File: src/rtl/mem_pkg.sv
package mem_pkg;

  localparam int word_w = 64;
  localparam int lane_w = 3;  // byte offset inside a word

  typedef enum logic [1:0] {
    sz_byte,
    sz_half,
    sz_word,
    sz_dword
  } mem_size_e;

  // one memory word seen as lanes of each access size
  typedef union packed {
    logic [word_w-1:0]      d;
    logic [1:0][31:0]       w;
    logic [3:0][15:0]       h;
    logic [7:0][7:0]        b;
  } mem_word_u;

endpackage

File: src/rtl/core_pkg.sv
package core_pkg;

  localparam int xlen      = 64;
  localparam int reg_idx_w = 5;

  // writeback source
  typedef enum logic [1:0] {
    wb_alu,
    wb_load,
    wb_imm,
    wb_snxt_pc
  } wb_sel_e;

  // ****************************************
  // one item from the execute stage
  // ****************************************
  typedef struct packed {
    logic [reg_idx_w-1:0] rd;
    logic                 wb_en;
    wb_sel_e              wb_sel;
    logic [xlen-1:0]      alu_result;   // also the load/store address
    logic [xlen-1:0]      imm;
    logic [xlen-1:0]      snxt_pc;
    logic [xlen-1:0]      store_data;
    logic [xlen-1:0]      pc;
    logic [xlen-1:0]      branch_pc;
    logic                 load_en;
    logic                 store_en;
    mem_pkg::mem_size_e   size;
    logic                 load_unsigned;
    logic                 jump_en;
    logic                 branch_en;
    logic                 branch_taken;
    logic                 ebreak;
  } exu_item_t;

endpackage

File: src/rtl/dmem_if.sv
`timescale 1ns/1ns

interface dmem_if;
  logic [core_pkg::xlen-1:0]   addr;
  logic [core_pkg::xlen-1:0]   wdata;
  logic [core_pkg::xlen/8-1:0] be;    // byte enables
  logic                        wen;
  logic                        ren;
  logic [core_pkg::xlen-1:0]   rdata;

  modport master (output addr, wdata, be, wen, ren, input rdata);
  modport slave (input addr, wdata, be, wen, ren, output rdata);
  modport slave_rd (input rdata);   // writeback side only sees read data
endinterface

File: src/rtl/mem_wb_if.sv
`timescale 1ns/1ns

interface mem_wb_if;
  logic                           valid;
  logic [core_pkg::reg_idx_w-1:0] rd;
  logic                           wb_en;
  core_pkg::wb_sel_e              wb_sel;
  logic [core_pkg::xlen-1:0]      alu_result;
  logic [core_pkg::xlen-1:0]      imm;
  logic [core_pkg::xlen-1:0]      snxt_pc;
  logic [core_pkg::xlen-1:0]      pc;
  logic                           is_load;
  mem_pkg::mem_size_e             size;
  logic                           load_unsigned;
  logic [mem_pkg::lane_w-1:0]     offset;
  logic                           ebreak;

  modport source (output valid, rd, wb_en, wb_sel, alu_result, imm, snxt_pc, pc,
                  is_load, size, load_unsigned, offset, ebreak);
  modport sink (input valid, rd, wb_en, wb_sel, alu_result, imm, snxt_pc, pc,
                is_load, size, load_unsigned, offset, ebreak);
endinterface

File: src/rtl/mem_stage.sv
`timescale 1ns/1ns

module mem_stage #(
  parameter int OUT_CREDITS = 2
) (
  input  logic                      clk,
  input  logic                      rstn,
  input  logic                      head_valid,
  input  core_pkg::exu_item_t       head,
  input  logic                      out_credit,
  output logic                      pop,
  output logic                      redirect_valid,
  output logic [core_pkg::xlen-1:0] redirect_pc,
  dmem_if.master                    dmem,
  mem_wb_if.source                  wb
);

  localparam int CR_W = $clog2(OUT_CREDITS + 1);

  logic [CR_W-1:0]               credits;
  logic                          issue;
  logic [mem_pkg::lane_w-1:0]    offset;
  mem_pkg::mem_word_u            store_word;
  logic [core_pkg::xlen/8-1:0]   store_be;

  assign issue  = head_valid && (credits != '0);
  assign pop    = issue;
  assign offset = head.alu_result[mem_pkg::lane_w-1:0];

  // output slots held by downstream
  always_ff @(posedge clk) begin
    if (!rstn) credits <= CR_W'(OUT_CREDITS);
    else if (issue && !out_credit) credits <= credits - 1'b1;
    else if (!issue && out_credit) credits <= credits + 1'b1;
  end

  // ****************************************
  // store lanes and byte enables
  // ****************************************
  always_comb begin
    store_word.d = head.store_data;
    store_be     = 8'hff;
    case (head.size)
      mem_pkg::sz_byte: begin
        store_word.b = {8{head.store_data[7:0]}};
        store_be     = 8'h01 << offset;
      end
      mem_pkg::sz_half: begin
        store_word.h = {4{head.store_data[15:0]}};
        store_be     = 8'h03 << offset;
      end
      mem_pkg::sz_word: begin
        store_word.w = {2{head.store_data[31:0]}};
        store_be     = 8'h0f << offset;
      end
      default: store_be = 8'hff;  // dword fills the word
    endcase
  end

  assign dmem.addr  = head.alu_result;
  assign dmem.wdata = store_word.d;
  assign dmem.be    = store_be;
  assign dmem.wen   = issue && head.store_en;
  assign dmem.ren   = issue && head.load_en;

  always_ff @(posedge clk) begin
    if (!rstn) begin
      wb.valid       <= 1'b0;
      redirect_valid <= 1'b0;
    end else begin
      wb.valid       <= issue;
      redirect_valid <= issue && (head.jump_en || (head.branch_en && head.branch_taken));
    end
  end

  // payload for writeback
  always_ff @(posedge clk) begin
    if (issue) begin
      wb.rd            <= head.rd;
      wb.wb_en         <= head.wb_en;
      wb.wb_sel        <= head.wb_sel;
      wb.alu_result    <= head.alu_result;
      wb.imm           <= head.imm;
      wb.snxt_pc       <= head.snxt_pc;
      wb.pc            <= head.pc;
      wb.is_load       <= head.load_en;
      wb.size          <= head.size;
      wb.load_unsigned <= head.load_unsigned;
      wb.offset        <= offset;
      wb.ebreak        <= head.ebreak;
      redirect_pc      <= head.jump_en ? head.alu_result : head.branch_pc;
    end
  end

endmodule

File: src/flat_wrapper.sv
// flat-port wrapper written by rule: the top's interface ports become plain ports
module mem_stage_flat 
#(
  parameter int OUT_CREDITS = 2
)
  (clk, rstn, head_valid, head, out_credit, pop, redirect_valid, redirect_pc, dmem_addr, dmem_wdata, dmem_be, dmem_wen, dmem_ren, dmem_rdata, wb_valid, wb_rd, wb_wb_en, wb_wb_sel, wb_alu_result, wb_imm, wb_snxt_pc, wb_pc, wb_is_load, wb_size, wb_load_unsigned, wb_offset, wb_ebreak);
  dmem_if dmem_i ();
  mem_wb_if wb_i ();
  input  logic clk;
  input  logic rstn;
  input  logic head_valid;
  input  core_pkg::exu_item_t head;
  input  logic out_credit;
  output logic pop;
  output logic redirect_valid;
  output logic [core_pkg::xlen-1:0] redirect_pc;
  output wire logic [$bits(dmem_i.addr)-1:0] dmem_addr;
  output wire logic [$bits(dmem_i.wdata)-1:0] dmem_wdata;
  output wire logic [$bits(dmem_i.be)-1:0] dmem_be;
  output wire logic [$bits(dmem_i.wen)-1:0] dmem_wen;
  output wire logic [$bits(dmem_i.ren)-1:0] dmem_ren;
  input wire logic [$bits(dmem_i.rdata)-1:0] dmem_rdata;
  output wire logic [$bits(wb_i.valid)-1:0] wb_valid;
  output wire logic [$bits(wb_i.rd)-1:0] wb_rd;
  output wire logic [$bits(wb_i.wb_en)-1:0] wb_wb_en;
  output wire logic [$bits(wb_i.wb_sel)-1:0] wb_wb_sel;
  output wire logic [$bits(wb_i.alu_result)-1:0] wb_alu_result;
  output wire logic [$bits(wb_i.imm)-1:0] wb_imm;
  output wire logic [$bits(wb_i.snxt_pc)-1:0] wb_snxt_pc;
  output wire logic [$bits(wb_i.pc)-1:0] wb_pc;
  output wire logic [$bits(wb_i.is_load)-1:0] wb_is_load;
  output wire logic [$bits(wb_i.size)-1:0] wb_size;
  output wire logic [$bits(wb_i.load_unsigned)-1:0] wb_load_unsigned;
  output wire logic [$bits(wb_i.offset)-1:0] wb_offset;
  output wire logic [$bits(wb_i.ebreak)-1:0] wb_ebreak;
  assign dmem_addr = dmem_i.addr;
  assign dmem_wdata = dmem_i.wdata;
  assign dmem_be = dmem_i.be;
  assign dmem_wen = dmem_i.wen;
  assign dmem_ren = dmem_i.ren;
  assign dmem_i.rdata = dmem_rdata;
  assign wb_valid = wb_i.valid;
  assign wb_rd = wb_i.rd;
  assign wb_wb_en = wb_i.wb_en;
  assign wb_wb_sel = wb_i.wb_sel;
  assign wb_alu_result = wb_i.alu_result;
  assign wb_imm = wb_i.imm;
  assign wb_snxt_pc = wb_i.snxt_pc;
  assign wb_pc = wb_i.pc;
  assign wb_is_load = wb_i.is_load;
  assign wb_size = wb_i.size;
  assign wb_load_unsigned = wb_i.load_unsigned;
  assign wb_offset = wb_i.offset;
  assign wb_ebreak = wb_i.ebreak;
  mem_stage #(.OUT_CREDITS(OUT_CREDITS)) u_core (.clk(clk), .rstn(rstn), .head_valid(head_valid), .head(head), .out_credit(out_credit), .pop(pop), .redirect_valid(redirect_valid), .redirect_pc(redirect_pc), .dmem(dmem_i), .wb(wb_i));
endmodule
File: config.mk
export PLATFORM = sky130hd
export DESIGN_NAME = mem_stage_flat
export DESIGN_NICKNAME = d
export VERILOG_FILES = /design/src/rtl/mem_pkg.sv /design/src/rtl/core_pkg.sv /design/src/rtl/dmem_if.sv /design/src/rtl/mem_wb_if.sv /design/src/rtl/mem_stage.sv /design/src/flat_wrapper.sv
export SDC_FILE = /design/constraint.sdc
export NUM_CORES = 1
export LEC_CHECK = 0
export BUFFER_PORTS_ARGS = -buffer_cell sky130_fd_sc_hd__buf_2
export CAP_MARGIN = 20
export CORE_AREA = 3 3 363 365
export CTS_BUF_LIST = sky130_fd_sc_hd__clkbuf_8
export CTS_CLUSTER_SIZE = 30
export DETAILED_ROUTE_END_ITERATION = 8
export DIE_AREA = 0 0 366 368
export SETUP_SLACK_MARGIN = 0.15
export SYNTH_ARGS = -nofsm -noshare
export SYNTH_HDL_FRONTEND = slang
export SYNTH_SLANG_ARGS = --single-unit
export TNS_END_PERCENT = 10
File: constraint.sdc
create_clock -name clk -period 25.1 [get_ports clk]
set_clock_uncertainty 0.1 [all_clocks]
set_input_delay 3.765 -clock clk [delete_from_list [all_inputs] [get_ports clk]]
set_output_delay 3.765 -clock clk [all_outputs]
set_load 0.01 [all_outputs]
# Word level (Yosys, flattened, before mapping)
# Index checks and enable logic that the tools add are counted.
[totals]
ff_bits = 340
latch_bits = 0
ram_bits = 0
mem_bits_ro = 0
n_memories = 0
[op_classes]
n_addsub = 2
mul = 0
div_mod_pow = 0
magnitude_cmp = 0
eq_ne = 2
shift = 3
n_mux = 5
n_bitwise = 0
n_reduce_logical = 13
[ops]
columns = ["operator", "n"]
rows = [
  ["case mux 64 bit (3 select lines)", 1],
  ["two-way mux 64 bit", 1],
  ["case mux 8 bit (3 select lines)", 1],
  ["left shift 1 x 3 -> 8 bit, first input constant", 1],
  ["left shift 2 x 3 -> 8 bit, first input constant", 1],
  ["left shift 4 x 3 -> 8 bit, first input constant", 1],
  ["logical AND 1 bit", 7],
  ["two-way mux 2 bit", 2],
  ["nonzero test 2 bit", 2],
  ["adder 2 x 1 -> 2 bit, second input constant", 1],
  ["== test 2 x 1 -> 1 bit, second input constant", 1],
  ["== test 2 bit, second input constant", 1],
  ["zero test 1 bit", 2],
  ["zero test 2 bit", 1],
  ["subtractor 2 x 1 -> 2 bit, second input constant", 1],
  ["logical OR 1 bit", 1],
]

# Logic depth before layout (Yosys ltp)
[logic_depth]
depth_word = 6
mapped_depth = 8
depth_no_buf = 5

# Worst setup path before layout
# No wires, ideal clock.
[synth_timing]
path_kind = "in2out"
startpoint = "in head_valid"
endpoint = "out dmem_ren"
arrival_time_ns = 11.987
slack_ns = 9.248
stages = 2
path_cell_list = "o21a_1 and2_1"
[synth_between]
elab_chain_cells = 2
[synth_lines]
columns = ["element", "line_no", "rtl"]
rows = [
  ["from (decl)", "flat_wrapper.sv:11", "input logic head_valid;"],
  ["logical AND 1 bit", "mem_stage.sv:26", "assign issue = head_valid && (credits != '0);"],
  ["logical AND 1 bit", "mem_stage.sv:64", "assign dmem.ren = issue && head.load_en;"],
  ["to (decl)", "flat_wrapper.sv:21", "output wire logic [$bits(dmem_i.ren)-1:0] dmem_ren;"],
]
# Every way passes these cells.

# Worst setup path in the final report
[layout_timing]
startpoint = "in head[6] in the netlist's numbering"
endpoint = "out dmem_wdata[17]"
[layout_between]
elab_chain_cells = 2
word_cells_on_any_way = 4
[layout_lines]
columns = ["element", "line_no", "rtl"]
rows = [
  ["from (decl)", "flat_wrapper.sv:12", "input core_pkg::exu_item_t head;"],
  ["== test 2 bit, or another cell as far along", "mem_stage.sv:43", "case (head.size)"],
  ["case mux 64 bit (3 select lines) *", "mem_stage.sv:43", ""],
  ["to (decl)", "flat_wrapper.sv:18", "output wire logic [$bits(dmem_i.wdata)-1:0] dmem_wdata;"],
]
# Mark *: on every way between the ends. The rest lies on a longest branch, timed or not.

==> results.py <==
metrics = {
    "logic_synthesis": {
        "synth_area_leader_cell": "edfxtp_1",
        "synth_enable_flop_cells": 333,
        "synth_area_um2": 12470,
        "synth-main-ff-cell": "edfxtp_1",
        "ys_ff_latch": 337,
        "synth_most_common_cell": "edfxtp_1",
        "synth_area_leaders": "edfxtp_1 (80%), mux2_2 (5.9%), buf_4 (4.5%)",
        "yosysSeqAreaShare_pct": 80.82,
        "syn_avg_cell_area_um2": 19.58,
        "synth.top_cell.area_share_pct": 80.18,
        "synth_cells": 637,
        "ys_async_sr_fraction_pct": 0,
        "ys_top_cells_by_count": "edfxtp_1 (333), buf_4 (75), mux2_2 (65)",
        "yosys_warnings": 0,
        "syn_nets": 1112,
        "ys_types": 33,
    },
    "final_layout": {
        "drive_gt1_share_pct": 67.75,
        "nNetsFinal": 1967,
        "areaGrowthSynthToFinish_pct": 59.01,
    },
    "global_routing": {
        "overflow": 0,
        "grt_max_degree": 62,
        "antenna_found_initial": 118,
        "first_global_vias": 10030,
        "track_usage_pct": 12.79,
        "grt_pass1_wl_um": 110900,
    },
    "power": {
        "peakVddDrop_uv": 33.98,
        "leakagePower_nw": 8.246,
        "powerDensity_nw_per_um2": 76.92,
    },
    "routing": {
        "drtPass1Iterations": 5,
        "viasPerCell": 3.059,
        "drt_iter0_markers": 708,
        "ant_nets": 0,
        "num_vias": 10200,
        "wl_um": 90890,
        "route.detailed.drc": 0,
        "wl_per_cell_um": 27.26,
    },
    "sta": {
        "drv_slew": 0,
        "final-setup-viol-count": 0,
        "setup_ws_ps": 15390,
        "fin_setup_tns_ps": 0,
        "max_slew_margin_pct": 37.37,
        "period_needed_ps": 9713,
        "fin_crit_sh_pct": 38.70,
        "hold_viol_final": 0,
        "timing.fmax_mhz": 103.0,
        "rsz0062_at_grt": "no",
        "tightest_slew_ps": 939.5,
    },
    "critical_path": {
        "cp.arrival_ps": 5850,
        "worst_ep_required_time_ps": 21240,
        "cp-start-kind": "input pin",
        "criticalPathCategory": "in2out",
        "crit_path_end_kind": "output port",
        "cp_max_fo": 55,
    },
    "die": {
        "fp.dieH_um": 368,
        "rows": 132,
        "core_um2": 129200,
        "die_x_um": 366,
        "ios": 946,
        "dieArea_um2": 134700,
        "start_util_pct": 9.657,
    },
    "cts": {
        "cts-buffers-inserted": 61,
        "clk_pin_slew_worst_paths_ps": 60,
        "cts_max_path_buffers": 3,
        "cts_setup_buffers": 0,
        "cts_root_buf": "clkbuf_8",
        "cts_resized": 0,
        "clkSinkCount": 337,
        "cts_max_level": 2,
        "hold_buffers": 0,
        "clk_latency_ps": 670,
        "cts_tree": "built",
    },
    "placement": {
        "io_buffer_count": 881,
        "dp_hpwl_um": 77810,
        "dp_slack_ps": 15130,
        "gp_congestion": 0.9468,
    },
    "status": {
        "outcome": "complete, no violations",
    },
    "worst_hold_path": {
        "min_path_type": "reg2reg",
    },
    "job": {
        "maxCapViolCount": 0,
    },
}
cell usage in the layout, fill, tap and decap left out, drive strengths merged, types with 6 or more instances in the layout:
| master | n |
|---|---|
| mux2 | 65 |
| clkinv | 32 |
| nor2 | 10 |
| o21ai | 11 |
| a22oi | 16 |
| diode | 48 |
| inv | 16 |
| a22o | 16 |
| a221o | 15 |
| a21o | 18 |
| clkbuf | 62 |
| ha | 6 |
| buf | 890 |
| bufinv | 6 |
| edfxtp | 333 |
| nand2 | 10 |
where the power goes:
| group | internal [mW] | switching, mW |
|---|---|---|
| logic | 0.0864 | 0.174 |
| registers | 0.691 | 0.0152 |
| clock network | 0.294 | 0.264 |
path summary, 6_finish.rpt:
kind                                                      from                        endpoint  slack [ps]  depth (start not counted)
worst max register to register  u_core.credits[0]$_SDFFE_PN0P_     u_core.wb.imm[10]$_DFFE_PN_       20860                          5
worst max-delay path                                   head[6]                  dmem_wdata[17]       15390                          6
worst min-delay path            u_core.credits[1]$_SDFFE_PN1P_  u_core.credits[1]$_SDFFE_PN1P_         500                          2
worst min register to register  u_core.credits[1]$_SDFFE_PN1P_  u_core.credits[1]$_SDFFE_PN1P_         500                          2
sequential cells by signal, indices dropped and copies added, names as in the netlist:
register	cells
u_core.wb.load_unsigned	1
u_core.wb.wb_en	1
u_core.wb.snxt_pc	64
u_core.wb.valid	1
u_core.wb.wb_sel	2
u_core.wb.size	2
u_core.wb.is_load	1
u_core.redirect_valid	1
u_core.wb.alu_result	62
u_core.redirect_pc	64
u_core.wb.offset	2
u_core.wb.rd	5
u_core.credits	2
u_core.wb.pc	64
u_core.wb.ebreak	1
u_core.wb.imm	64
area by class of cell:
| class | count | area (µm²) |
|---|---|---|
| Fill cell | 14480 | 109300 |
| Sequential cell | 337 | 10080 |
| Timing Repair Buffer | 890 | 4483 |
| Tap cell | 1742 | 2180 |
| Multi-Input combinational cell | 197 | 1694 |
| Clock buffer | 62 | 853.3 |
| Clock inverter | 53 | 402.9 |
| Antenna cell | 48 | 120.1 |
| Inverter | 5 | 18.77 |
through the flow:
stage	power, mW	hold WS (ps)	utilization [%]	cell area (µm²)	instances
after floorplan	0.8373	375.9	-	12470	637
after global placement	0.9851	408.0	14.28	18440	3170
after detailed placement	0.9880	469.3	14.28	18440	3170
after CTS	1.567	477.3	15.25	19700	3285
after global routing	1.593	525.7	15.28	19730	3294
final	1.525	501.8	15.35	19830	3334
per-layer routing:
metal,share of wire (%),vias up,global-route usage [%]
met4,2.9,50,3.451
met1,35,5034,13.73
met2,48,737,21.56
met5,0.36,-,0
met3,14,151,7.211
li1,-,4227,-
critical path, cell delays in order:
cell    delay [ps]
buf_2          210
ha_1           180
buf_4          430
or2_1          790
a22o_1         290
buf_2          140
logic make-up (layout without fill, tap and decap cells):
logic type,Yosys count,after routing,synth area share (%)
compound gates,89,89,5.528
xor+xnor,2,2,0.1405
fa+ha+maj,6,6,0.6019
buf+inv,103,1010,5.658
flops,337,337,80.82
mux,65,65,5.869
other cells,0,48,0
simple gates,35,35,1.384
(Power assumes the default switching activity.)
