File: src/rtl/mem_pkg.sv
package mem_pkg;

  localparam int word_w = 64;
  localparam int lane_w = 3;  // byte offset inside a word

  typedef enum logic [1:0] {
    sz_byte,
    sz_half,
    sz_word,
    sz_dword
  } mem_size_e;

  // one memory word seen as lanes of each access size
  typedef union packed {
    logic [word_w-1:0]      d;
    logic [1:0][31:0]       w;
    logic [3:0][15:0]       h;
    logic [7:0][7:0]        b;
  } mem_word_u;

endpackage

File: src/rtl/core_pkg.sv
package core_pkg;

  localparam int xlen      = 64;
  localparam int reg_idx_w = 5;

  // writeback source
  typedef enum logic [1:0] {
    wb_alu,
    wb_load,
    wb_imm,
    wb_snxt_pc
  } wb_sel_e;

  // ****************************************
  // one item from the execute stage
  // ****************************************
  typedef struct packed {
    logic [reg_idx_w-1:0] rd;
    logic                 wb_en;
    wb_sel_e              wb_sel;
    logic [xlen-1:0]      alu_result;   // also the load/store address
    logic [xlen-1:0]      imm;
    logic [xlen-1:0]      snxt_pc;
    logic [xlen-1:0]      store_data;
    logic [xlen-1:0]      pc;
    logic [xlen-1:0]      branch_pc;
    logic                 load_en;
    logic                 store_en;
    mem_pkg::mem_size_e   size;
    logic                 load_unsigned;
    logic                 jump_en;
    logic                 branch_en;
    logic                 branch_taken;
    logic                 ebreak;
  } exu_item_t;

endpackage

File: src/rtl/exu_queue.sv
`timescale 1ns/1ns

module exu_queue #(
  parameter int DEPTH = 4
) (
  input  logic                clk,
  input  logic                rstn,
  input  logic                push,
  input  core_pkg::exu_item_t push_item,
  input  logic                pop,
  output logic                head_valid,
  output core_pkg::exu_item_t head,
  output logic                credit
);

  localparam int PTR_W = (DEPTH > 1) ? $clog2(DEPTH) : 1;
  localparam int CNT_W = $clog2(DEPTH + 1);

  core_pkg::exu_item_t slots [DEPTH];
  logic [PTR_W-1:0]    wr_ptr;
  logic [PTR_W-1:0]    rd_ptr;
  logic [CNT_W-1:0]    count;

  // wrap for depths that are not a power of two
  function automatic logic [PTR_W-1:0] ptr_inc(input logic [PTR_W-1:0] p);
    return (p == PTR_W'(DEPTH - 1)) ? '0 : p + 1'b1;
  endfunction

  assign head_valid = (count != '0);
  assign head       = slots[rd_ptr];

  always_ff @(posedge clk) begin
    if (push) slots[wr_ptr] <= push_item;  // upstream credits guarantee room
  end

  always_ff @(posedge clk) begin
    if (!rstn) begin
      wr_ptr <= '0;
      rd_ptr <= '0;
      count  <= '0;
      credit <= 1'b0;
    end else begin
      credit <= pop;  // one credit back per pop
      if (push) wr_ptr <= ptr_inc(wr_ptr);
      if (pop) rd_ptr <= ptr_inc(rd_ptr);
      case ({push, pop})
        2'b10:   count <= count + 1'b1;
        2'b01:   count <= count - 1'b1;
        default: count <= count;
      endcase
    end
  end

endmodule

File: config.mk
export PLATFORM = sky130hd
export DESIGN_NAME = exu_queue
export DESIGN_NICKNAME = d
export VERILOG_FILES = /design/src/rtl/mem_pkg.sv /design/src/rtl/core_pkg.sv /design/src/rtl/exu_queue.sv
export SDC_FILE = /design/constraint.sdc
export NUM_CORES = 1
export LEC_CHECK = 0
export BUFFER_PORTS_ARGS = -buffer_cell sky130_fd_sc_hd__buf_2
export CAP_MARGIN = 10
export CORE_UTILIZATION = 50
export CTS_BUF_LIST = sky130_fd_sc_hd__clkbuf_8
export CTS_CLUSTER_DIAMETER = 60
export DETAILED_ROUTE_END_ITERATION = 8
export PLACE_DENSITY = 0.71
export RECOVER_POWER = 25
export SLEW_MARGIN = 30
export SYNTH_ARGS = -nofsm -noshare
export SYNTH_HDL_FRONTEND = slang
export SYNTH_SLANG_ARGS = --single-unit
File: constraint.sdc
create_clock -name clk -period 24.1 [get_ports clk]
set_clock_uncertainty 0.15 [all_clocks]
set_input_delay 2.41 -clock clk [delete_from_list [all_inputs] [get_ports clk]]
set_output_delay 2.41 -clock clk [all_outputs]
set_load 0.1 [all_outputs]
# After elaboration in Yosys (flattened, before gate mapping)
# Memories as Yosys holds them, arrays and structs flattened. A register that Yosys moved wholly into a read port is not among the register bits.
# Index checks and enable logic that the tools add are counted.
# Widths: inputs -> output; s select.
dict set report classes {
  add_sub_neg 4
  n_mux 7
  n_eq_ne 4
  n_reduce_logical 2
}
# cell count
set op_table {}
lappend op_table {{$mux 2} 4}
lappend op_table {{$eq 2x2->1 const B} 3}
lappend op_table {{$pmux 3 s2} 1}
lappend op_table {{$add 2x1->2 const B} 2}
lappend op_table {{$add 3x1->3 const B} 1}
lappend op_table {{$reduce_bool 3->1} 1}
lappend op_table {{$sub 3x1->3 const B} 1}
lappend op_table {{$eq 2x1->1 const B} 1}
lappend op_table {{$mux 1} 2}
lappend op_table {{$reduce_bool 2->1} 1}
dict set report word_totals {
  memories 1
  ff_bits 8
  in_bits 405
  out_inout_bits 403
  elab_cells 22
  ramBits 1604
}
# memory words word_bits rd rd_clocked_by_memory_dff write_ports line
set mem_list {}
lappend mem_list {slots 4 401 1 1 1 exu_queue.sv:19} ;# core_pkg::exu_item_t slots [DEPTH];

# Logic depth before layout (Yosys ltp)
# Gate-level depths: netlist of the first run.
dict set report logic_depth {
  word_depth 4
  ltp_mapped 7
  depth_no_buf 7
}

# Least setup slack after synthesis of the first run
# OpenSTA, ideal clock, no wires.
dict set report synth_path {
  path_kind {input to register}
  startpoint {input push}
  endpoint {memory slots[0][0] (netlist name), enable pin}
  setup_ps 814
  stages 1
  required_ps 23136
  path_slack_ps 11708
  n_path_buf 0
  arrival_time_ps 11427
  path_cell_list {and2_1}
}
dict set report synth_via {
  elab_chain_len 2
}
# element line
set synth_rtl {}
lappend synth_rtl {{start, declared} exu_queue.sv:8} ;# input logic push,
lappend synth_rtl {{$mux 1} exu_queue.sv:33} ;# if (push) slots[wr_ptr] <= push_item;
lappend synth_rtl {{$mux 1 (not written as such)} exu_queue.sv:33}
lappend synth_rtl {{end, declared} exu_queue.sv:19}
# Every way passes these cells.

==> qor.txt, run 1 <==
hold endpoint -> count[2]
Final period util -> 0.315
Total Power -> 6.39 mW
most frequent cells in the layout -> edfxtp_1 (1604), buf_2 (539), mux4_2 (401)
first-pass GRT wire length -> 177000 um
H-tree depth -> 4
Row Count -> 125
clk sinks -> 1614
mapped cell area -> 58800 um^2
Ports -> 808
Vias/cell -> 5.46
asr flop ratio synth -> 0
CTS tree -> built
largest cells by area after synthesis -> edfxtp_1 (82%), mux4_2 (15%), buf_12 (1.5%)
DR vias -> 26729
Die Area -> 119000 um^2
Net Sw Frac -> 0.300
DRT Pass-1 Iters -> 6
area grow syn2layout -> 16.4%
total clock buffers created by CTS -> 241
Main synth FF type -> edfxtp_1
depth of the worst register-to-register path -> 5
DRC marker count from the first detailed-route iteration -> 1857
XOR/XNOR Fraction of Synth Area -> 0.000298
mux contribution to synthesized area -> 0.154
Power Density -> 93.3 nW/um^2
Port Buf Inserts -> 807
Worst-Margin Slew -> 1.03 ns
Initial Utilization -> 0.505
hold_buf cts -> 0
layout cells sized above 1 -> 0.384
static leakage -> 22.4 nW
Overflow after GRT -> 0
Root Buffer -> clkbuf_8
Setup CP Type -> reg -> out
Post-Synthesis Cells -> 2143
Logic pwr share -> 0.172
clk buf depth -> 3
crit end category -> output port
fin crit period -> 7.59 ns
post-synthesis register bit count -> 1614
Power Internal -> 4.47 mW
Setup violations, final -> 0
RSZ-0062 raised after global routing -> false
vias in the first global route -> 28358
r2r endpoint -> slots[3][135]
Pins Over Slew Limit -> 0
Post-CTS Setup Bufs -> 0
Min-Delay Path Class -> reg -> reg
outcome -> finished clean
utilization after layout -> 0.588
residual DRC count -> 0
switching pwr -> 1.92 mW
Post-CTS Resized -> 0
Post-DP Area -> 64000 um^2
nets@finish -> 3551
Synth Area in Adders -> 0.00162
routed len/inst -> 25.2 um
design area -> 68400 um^2
initial antenna violation count -> 61
worst vdd ir -> 0.0940 mV
WHS Path Cells -> 2
sequential share of the synthesized area -> 0.823
data arrival time of the critical path -> 5.03 ns
post-synth top area share -> 0.819
Post-synth EDFFs -> 1604
hold violation total from the final report -> 0
Sequential Power Share -> 0.507
Data required, critical path -> 21.54 ns
clock transition at the registers of the reported paths -> 0.06 ns
Crit Reg-Reg Startpoint -> wr_ptr[0]
synthesized area per cell -> 27.4 um^2
Synth Area in Compound Gates -> 0.000511
die width -> 345 um
Die Height -> 345 um
Worst Setup Start Kind -> flop
main combinational cell family by area after synthesis -> multiplexers
Slew HR -> 0.312
gp weighted congestion -> 0.791
Hold Path Origin -> count[2]
Worst-Skew Late Latency -> 0.89 ns
DPL Wire Length -> 77500 um
largest net degree at the start of global routing -> 154
Core Area -> 116000 um^2
Reg2Reg Setup Slack -> 19.96 ns
Max-cap violations -> 0
total nets after synthesis -> 2555
total wire length -> 123000 um
Synth cell types -> 23
Tot GR Track Use -> 0.203
Synth Area in Simple Gates -> 0.00170
Fin Setup TNS -> 0 ns
Post-DRT Antenna Nets -> 0
share of power burned in the clock network -> 0.321
most common cell after layout, fill and taps aside -> edfxtp_1
fmax -> 0.132 GHz
crit path max fanout -> 69
area leader, netlist -> edfxtp_1
Synth warnings -> 0
-- logic make-up after synthesis --
logic type / Yosys count
buf+inv: 96
compound gates: 5
xor+xnor: 2
mux: 403
flops: 1614
fa+ha+maj: 7
simple gates: 16
-- metrics by stage --
stage,hold WS [ns],setup WS (ns),cells
floorplan,0.309,11.71,2143
detailed placement,0.395,17.30,4414
global placement,0.322,17.33,4411
global route,0.453,16.03,4885
CTS,0.402,16.32,4847
finish,0.404,16.51,4894
-- per-layer routing --
metal	share of wire	global-route usage
met1	0.35	0.232
met2	0.52	0.337
met5	0.0020	0
met3	0.090	0.0759
met4	0.036	0.0987
-- critical path, cell delays in order (launching register included) --
cell     delay, ns
dfxtp_4       0.75
buf_4         0.65
buf_4         0.79
buf_12        0.34
buf_16        0.42
mux4_2        0.63
buf_2         0.32
-- cell type report --
| type | count | area, um^2 |
|---|---|---|
| Antenna cell | 41 | 103 |
| Clock buffer | 251 | 3450 |
| Clock inverter | 182 | 1020 |
| Fill cell | 8274 | 47900 |
| Inverter | 6 | 22.5 |
| Multi-Input combinational cell | 433 | 9300 |
| Sequential cell | 1614 | 48400 |
| Tap cell | 1524 | 1910 |
| Timing Repair Buffer | 843 | 4250 |
-- sequential cells by signal (all words and copies together) (netlist names), named ones only --
name,cells
credit,1
wr_ptr,2
rd_ptr,2
slots,1604
count,3
-- synth_stat cells (4+ instances only) --
| master | number |
|---|---|
| edfxtp_1 | 1604 |
| dfxtp_1 | 10 |
| nor2b_1 | 4 |
| ha_1 | 6 |
| and2_1 | 7 |
| mux4_2 | 401 |
| clkbuf_1 | 5 |
| buf_2 | 40 |
| buf_12 | 43 |
| inv_1 | 6 |
-- worst max-delay path by stage --
stage / from / endpoint / slack (ns)
6_report: flop / head[30] / 16.51
2_1_floorplan: push / slots[0][0] / 11.71
3_5_place_dp: flop / head[30] / 17.30
5_1_grt: flop / head[30] / 16.03
3_3_place_gp: push / slots[0][5] / 17.33
4_1_cts: flop / head[30] / 16.32
-- power groups by stage --
stage / clock network (mW) / registers (mW) / logic, mW
6_report: 2.05 / 3.24 / 1.10
5_1_grt: 2.23 / 3.24 / 1.13
4_1_cts: 2.10 / 3.24 / 1.11
3_5_place_dp: 0 / 3.30 / 1.11
3_3_place_gp: 0 / 3.29 / 1.09
2_1_floorplan: 0 / 3.33 / 0.911
No activity file was read; power rests on OpenSTA's default activity.
==> run 2, diff against run 1 <==
clock period = 7.8 ns   (was 24.1 ns; I/O delays follow)
==> run 2 against run 1 <==
Net effect: hold slack lost 0.23 ns; sequential power rose to 3.1 times the previous value; combinational power grew to 3.3 times the previous value; register-to-register slack got worse by 15 ns; clock power rose to 3.0 times the previous value; die area stayed put; sequential cell count did not move; total power rose to 3.1 times the previous value; wire length up 4.9%.
==> qor.txt, run 2 (synthesis gave the netlist of run 1 again) <==
outcome -> finished clean (unchanged)
H-tree depth -> 4 (unchanged)
Post-CTS Resized -> 0 (unchanged)
worst vdd ir -> 0.221 mV (was 0.0940 mV)
Core Area -> 116000 um^2 (unchanged)
residual DRC count -> 0 (unchanged)
largest reg by FF count -> slots (unchanged)
Overflow after GRT -> 0 (unchanged)
worst path buffer plus inverter count -> 3 (was 5)
vias in the first global route -> 31038 (was 28358)
fmax -> 0.215 GHz
crit end category -> output port (unchanged)
DPL Wire Length -> 76600 um (was 77500 um)
clk sinks -> 1614 (unchanged)
Setup violations, final -> 0 (unchanged)
CP cell instances -> buf_12 -> buf_16 -> mux4_2 -> buf_2 (was buf_4 -> buf_4 -> buf_12 -> buf_16 -> mux4_2 -> buf_2)
Post-DRT Antenna Nets -> 0 (unchanged)
RSZ-0062 raised after global routing -> false (unchanged)
max FFs per register -> 1604 (unchanged)
Post-CTS Setup Bufs -> 0 (unchanged)
depth of the worst register-to-register path -> 4 (was 5)
clock transition at the registers of the reported paths -> 0.06 ns (about the same)
initial antenna violation count -> 22 (was 61)
CP max stage cell -> dfxtp_4 (was buf_4)
CP delay by family, top -> buffers and inverters (unchanged)
clk buf depth -> 3 (unchanged)
Initial Utilization -> 0.505 (unchanged)
Worst Setup Start Kind -> flop (unchanged)
Vias/cell -> 5.42 (was 5.46)
CTS tree -> built (unchanged)
GRT busiest layer -> met2 (unchanged)
utilization after layout -> 0.622 (was 0.588)
first-pass GRT wire length -> 187000 um (was 177000 um)
Row Count -> 125 (unchanged)
biggest regs -> slots: 1604 flops, count: 3 flops (unchanged)
GR met3 Demand/Resource -> 0.0641 (was 0.0759)
DRT Pass-1 Iters -> 5 (was 6)
Pins Over Slew Limit -> 0 (unchanged)
Port Buf Inserts -> 807 (unchanged)
Tot GR Track Use -> 0.213 (was 0.203)
hold violation total from the final report -> 0 (unchanged)
Data required, critical path -> 6.87 ns (was 21.54 ns)
Min-Delay Path Class -> in -> reg (was reg -> reg)
WHS Path Cells -> 4 (was 2)
Max-cap violations -> 0 (unchanged)
Power Density -> 274 nW/um^2 (was 93.3 nW/um^2)
Die Area -> 119000 um^2 (unchanged)
Hold Path Origin -> push (was count[2])
Ports -> 808 (unchanged)
grt met1 use -> 0.248 (was 0.232)
Reg2Reg Setup Slack -> 4.86 ns (was 19.96 ns)
r2r endpoint -> slots[2][149] (was slots[3][135])
Die Height -> 345 um (unchanged)
most frequent cells in the layout -> edfxtp_1 (1604), buf_2 (553), dlygate4sd3_1 (404) (was edfxtp_1 (1604), buf_2 (539), mux4_2 (401))
nets@finish -> 3949 (was 3551)
Worst-Margin Slew -> 1.04 ns (was 1.03 ns)
cell depth of the worst setup path -> 4 (was 6)
fin crit period -> 4.65 ns
design area -> 72300 um^2 (was 68400 um^2)
Worst-Skew Late Latency -> 0.95 ns (was 0.89 ns)
Slew HR -> 0.308 (was 0.312)
total clock buffers created by CTS -> 239 (was 241)
Post-DP Area -> 64000 um^2 (about the same)
gp weighted congestion -> 0.814 (was 0.791)
Root Buffer -> clkbuf_8 (unchanged)
most common cell after layout, fill and taps aside -> edfxtp_1 (unchanged)
DR vias -> 28589 (was 26729)
routed len/inst -> 24.5 um (was 25.2 um)
die width -> 345 um (unchanged)
hold endpoint -> wr_ptr[0] (was count[2])
data arrival time of the critical path -> 3.72 ns (was 5.03 ns)
largest net degree at the start of global routing -> 159 (was 154)
Setup CP Type -> reg -> out (unchanged)
layout cells sized above 1 -> 0.343 (was 0.384)
area grow syn2layout -> 23.0% (was 16.4%)
max incr delay on CP -> 0.90 ns (was 0.79 ns)
GR Util met2 -> 0.361 (was 0.337)
crit path max fanout -> 59 (was 69)
static leakage -> 24.1 nW (was 22.4 nW)
Final period util -> 0.596
DRC marker count from the first detailed-route iteration -> 2158 (was 1857)
Crit Reg-Reg Startpoint -> wr_ptr[1] (was wr_ptr[0])
total wire length -> 129000 um (was 123000 um)
-- run 2: power by group --
group          internal [mW]  switching [mW]
Sequential              9.91          0.0924
Combinational          0.783            2.81
Clock                   3.05            3.17
-- run 2: what timing repair did --
item | CTS | global route
hold buffers | 404 | 0
endpoints found under the hold margin | 1614 | 0
endpoints found under the setup margin | 0 | 0
-- run 2: per-stage QoR --
stage	setup slack, ns	hold WS, ns	power [mW]	setup TNS (ns)	cells
3_3_place_gp	3.93	0.320	13.5	0	4409
3_5_place_dp	4.04	0.361	13.6	0	4411
6_report	3.15	0.173	19.8	0	5278
4_1_cts	2.99	0.0313	20.0	0	5254
2_1_floorplan	-2.96	0.309	13.0	-1187.15	2143
5_1_grt	2.80	0.106	20.5	0	5275
-- run 2: cell type report --
class                           instances  area [um^2]
Sequential cell                      1614        48400
Clock inverter                        197         1040
Fill cell                            7816        44000
Clock buffer                          242         3330
Timing Repair Buffer                 1243         8300
Multi-Input combinational cell        433         9300
Tap cell                             1524         1910
Antenna cell                           19         47.5
Inverter                                6         22.5
-- run 2: worst max-delay path by stage --
| stage | startpoint | endpoint | slack (ns) |
|---|---|---|---|
| CTS | flop | head[27] | 2.99 |
| detailed placement | flop | head[27] | 4.04 |
| global route | flop | head[107] | 2.80 |
| finish | flop | head[27] | 3.15 |
| floorplan | push | slots[3][0] | -2.96 |
| global placement | flop | head[263] | 3.93 |
-- run 2: layer usage --
layer  part of all wire  wire [um]  vias to the layer above
met5            0.00043         56                        -
met4              0.040       5160                       10
met3              0.082      10600                      271
met2               0.52      67500                     1266
met1               0.36      45900                    14811
li1                   -          -                    12231
-- run 2: worst min-delay path: stages --
cell and delay, ns:
buf_2 0.14, inv_1 0.08, a21oi_1 0.06, nor2b_1 0.10
==> run 3, diff against run 2 <==
PLACE_DENSITY = 0.74   (was 0.71)
clock period = 4 ns   (was 7.8 ns; I/O delays follow)
==> run 3 against run 2 <==
Net effect: design area grew 5.1%; combinational power up 110%; non-clock buffer count rose by 336; wire length increased by 17%; sequential cell count unchanged; critical path depth is the same; sequential share of layout area shrank 3.3 points; critical endpoint is now head[130]; largest power group unchanged.
==> qor.txt, run 3 (synthesis gave the netlist of run 1 again) <==
outcome -> finished clean (unchanged)
max incr delay on CP -> 0.59 ns (was 0.90 ns)
Setup CP Type -> reg -> out (unchanged)
total clock buffers created by CTS -> 237 (was 239)
CTS tree -> built (unchanged)
routed len/inst -> 26.9 um (was 24.5 um)
clk sinks -> 1614 (unchanged)
Setup violations, final -> 0 (unchanged)
Initial Utilization -> 0.505 (unchanged)
total wire length -> 151000 um (was 129000 um)
fmax -> 0.278 GHz
DPL Wire Length -> 85800 um (was 76600 um)
largest net degree at the start of global routing -> 92 (was 159)
die width -> 345 um (unchanged)
crit end category -> output port (unchanged)
Tot GR Track Use -> 0.248 (was 0.213)
Worst-Margin Slew -> 0.778 ns (was 1.04 ns)
static leakage -> 25.9 nW (was 24.1 nW)
Fin Setup TNS -> 0 ns (unchanged)
biggest regs -> slots: 1604 flops, count: 3 flops (unchanged)
Die Area -> 119000 um^2 (unchanged)
Ports -> 808 (unchanged)
Die Height -> 345 um (unchanged)
data arrival time of the critical path -> 3.04 ns (was 3.72 ns)
CP cell instances -> buf_12 -> buf_12 -> mux4_2 -> buf_2 (was buf_12 -> buf_16 -> mux4_2 -> buf_2)
Slew HR -> 0.481 (was 0.308)
Vias/cell -> 5.60 (was 5.42)
DR vias -> 31487 (was 28589)
Final Worst Setup Slack -> 0.407 ns (was 3.15 ns)
CP max stage cell -> mux4_2 (was dfxtp_4)
largest reg by FF count -> slots (unchanged)
utilization after layout -> 0.653 (was 0.622)
DRC marker count from the first detailed-route iteration -> 2787 (was 2158)
fin crit period -> 3.59 ns
Max-cap violations -> 0 (unchanged)
hold violation total from the final report -> 0 (unchanged)
RSZ-0062 raised after global routing -> false (unchanged)
DRT Pass-1 Iters -> 6 (was 5)
layout cells sized above 1 -> 0.351 (was 0.343)
Worst-Skew Late Latency -> 0.91 ns (was 0.95 ns)
worst slack, placed -> 1.32 ns (was 4.04 ns)
Core Area -> 116000 um^2 (unchanged)
Pins Over Slew Limit -> 0 (unchanged)
first-pass GRT wire length -> 214000 um (was 187000 um)
most common cell after layout, fill and taps aside -> edfxtp_1 (unchanged)
Final period util -> 0.898
Data required, critical path -> 3.45 ns (was 6.87 ns)
Worst Setup Start Kind -> flop (unchanged)
gp weighted congestion -> 0.821 (was 0.814)
initial antenna violation count -> 32 (was 22)
max FFs per register -> 1604 (unchanged)
Power Density -> 522 nW/um^2 (was 274 nW/um^2)
CP delay by family, top -> buffers and inverters (unchanged)
Port Buf Inserts -> 807 (unchanged)
residual DRC count -> 0 (unchanged)
Row Count -> 125 (unchanged)
most frequent cells in the layout -> edfxtp_1 (1604), dlygate4sd3_1 (672), buf_2 (623) (was edfxtp_1 (1604), buf_2 (553), dlygate4sd3_1 (404))
Root Buffer -> clkbuf_8 (unchanged)
worst path buffer plus inverter count -> 3 (unchanged)
vias in the first global route -> 33862 (was 31038)
crit path max fanout -> 35 (was 59)
area grow syn2layout -> 29.3% (was 23.0%)
Overflow after GRT -> 0 (unchanged)
clock transition at the registers of the reported paths -> 0.06 ns (about the same)
H-tree depth -> 4 (unchanged)
Post-DRT Antenna Nets -> 0 (unchanged)
Min-Delay Path Class -> in -> reg (unchanged)
worst vdd ir -> 0.469 mV (was 0.221 mV)
clk buf depth -> 3 (unchanged)
most used cell, CP -> buf_12
nets@finish -> 4283 (was 3949)
## run 3: final timing paths
path,start,slack [ns],depth (start not counted),to
max,flop,0.41,4,head[130]
min,push_item[316],0.14,2,slots[1][316]
max reg2reg,wr_ptr[0],1.60,3,slots[3][317]
min reg2reg,count[2],0.36,2,count[2]
## run 3: what timing repair did
item | CTS | global route
endpoints found under the hold margin | 1698 | 0
hold buffers | 672 | 0
setup buffers | 0 | 0
gates resized for setup | 0 | 0
## run 3: metrics by stage
stage                     instance area [um^2]  std cells  power, mW  hold WS (ns)
after floorplan                          58800       2143       25.3         0.309
after global placement                   64900       4483       26.5         0.318
after detailed placement                 65000       4484       26.7         0.343
after CTS                                76200       5591       39.6      0.000110
after global routing                     76000       5618       40.8        0.0883
final                                    76000       5625       39.7         0.141
## run 3: power breakdown
part           internal, mW  switching [mW]
Combinational          1.79            5.64
Clock                  6.24            6.52
Sequential             19.3           0.206
Total                  27.3            12.4
## run 3: per-layer routing
metal  global-route usage  share of wire
met5                    0        0.00040
met4                0.129          0.050
met3               0.0726          0.091
met2                0.430           0.53
met1                0.276           0.33
## run 3: cell type report
cell class | instances | area (um^2)
sequential | 1614 | 48400
fill | 7111 | 40300
timing repair buffer | 1579 | 11800
multi-input combinational | 433 | 9300
clock buffer | 243 | 3340
tap | 1524 | 1910
clock inverter | 192 | 1150
antenna | 34 | 85.1
inverter | 6 | 22.5
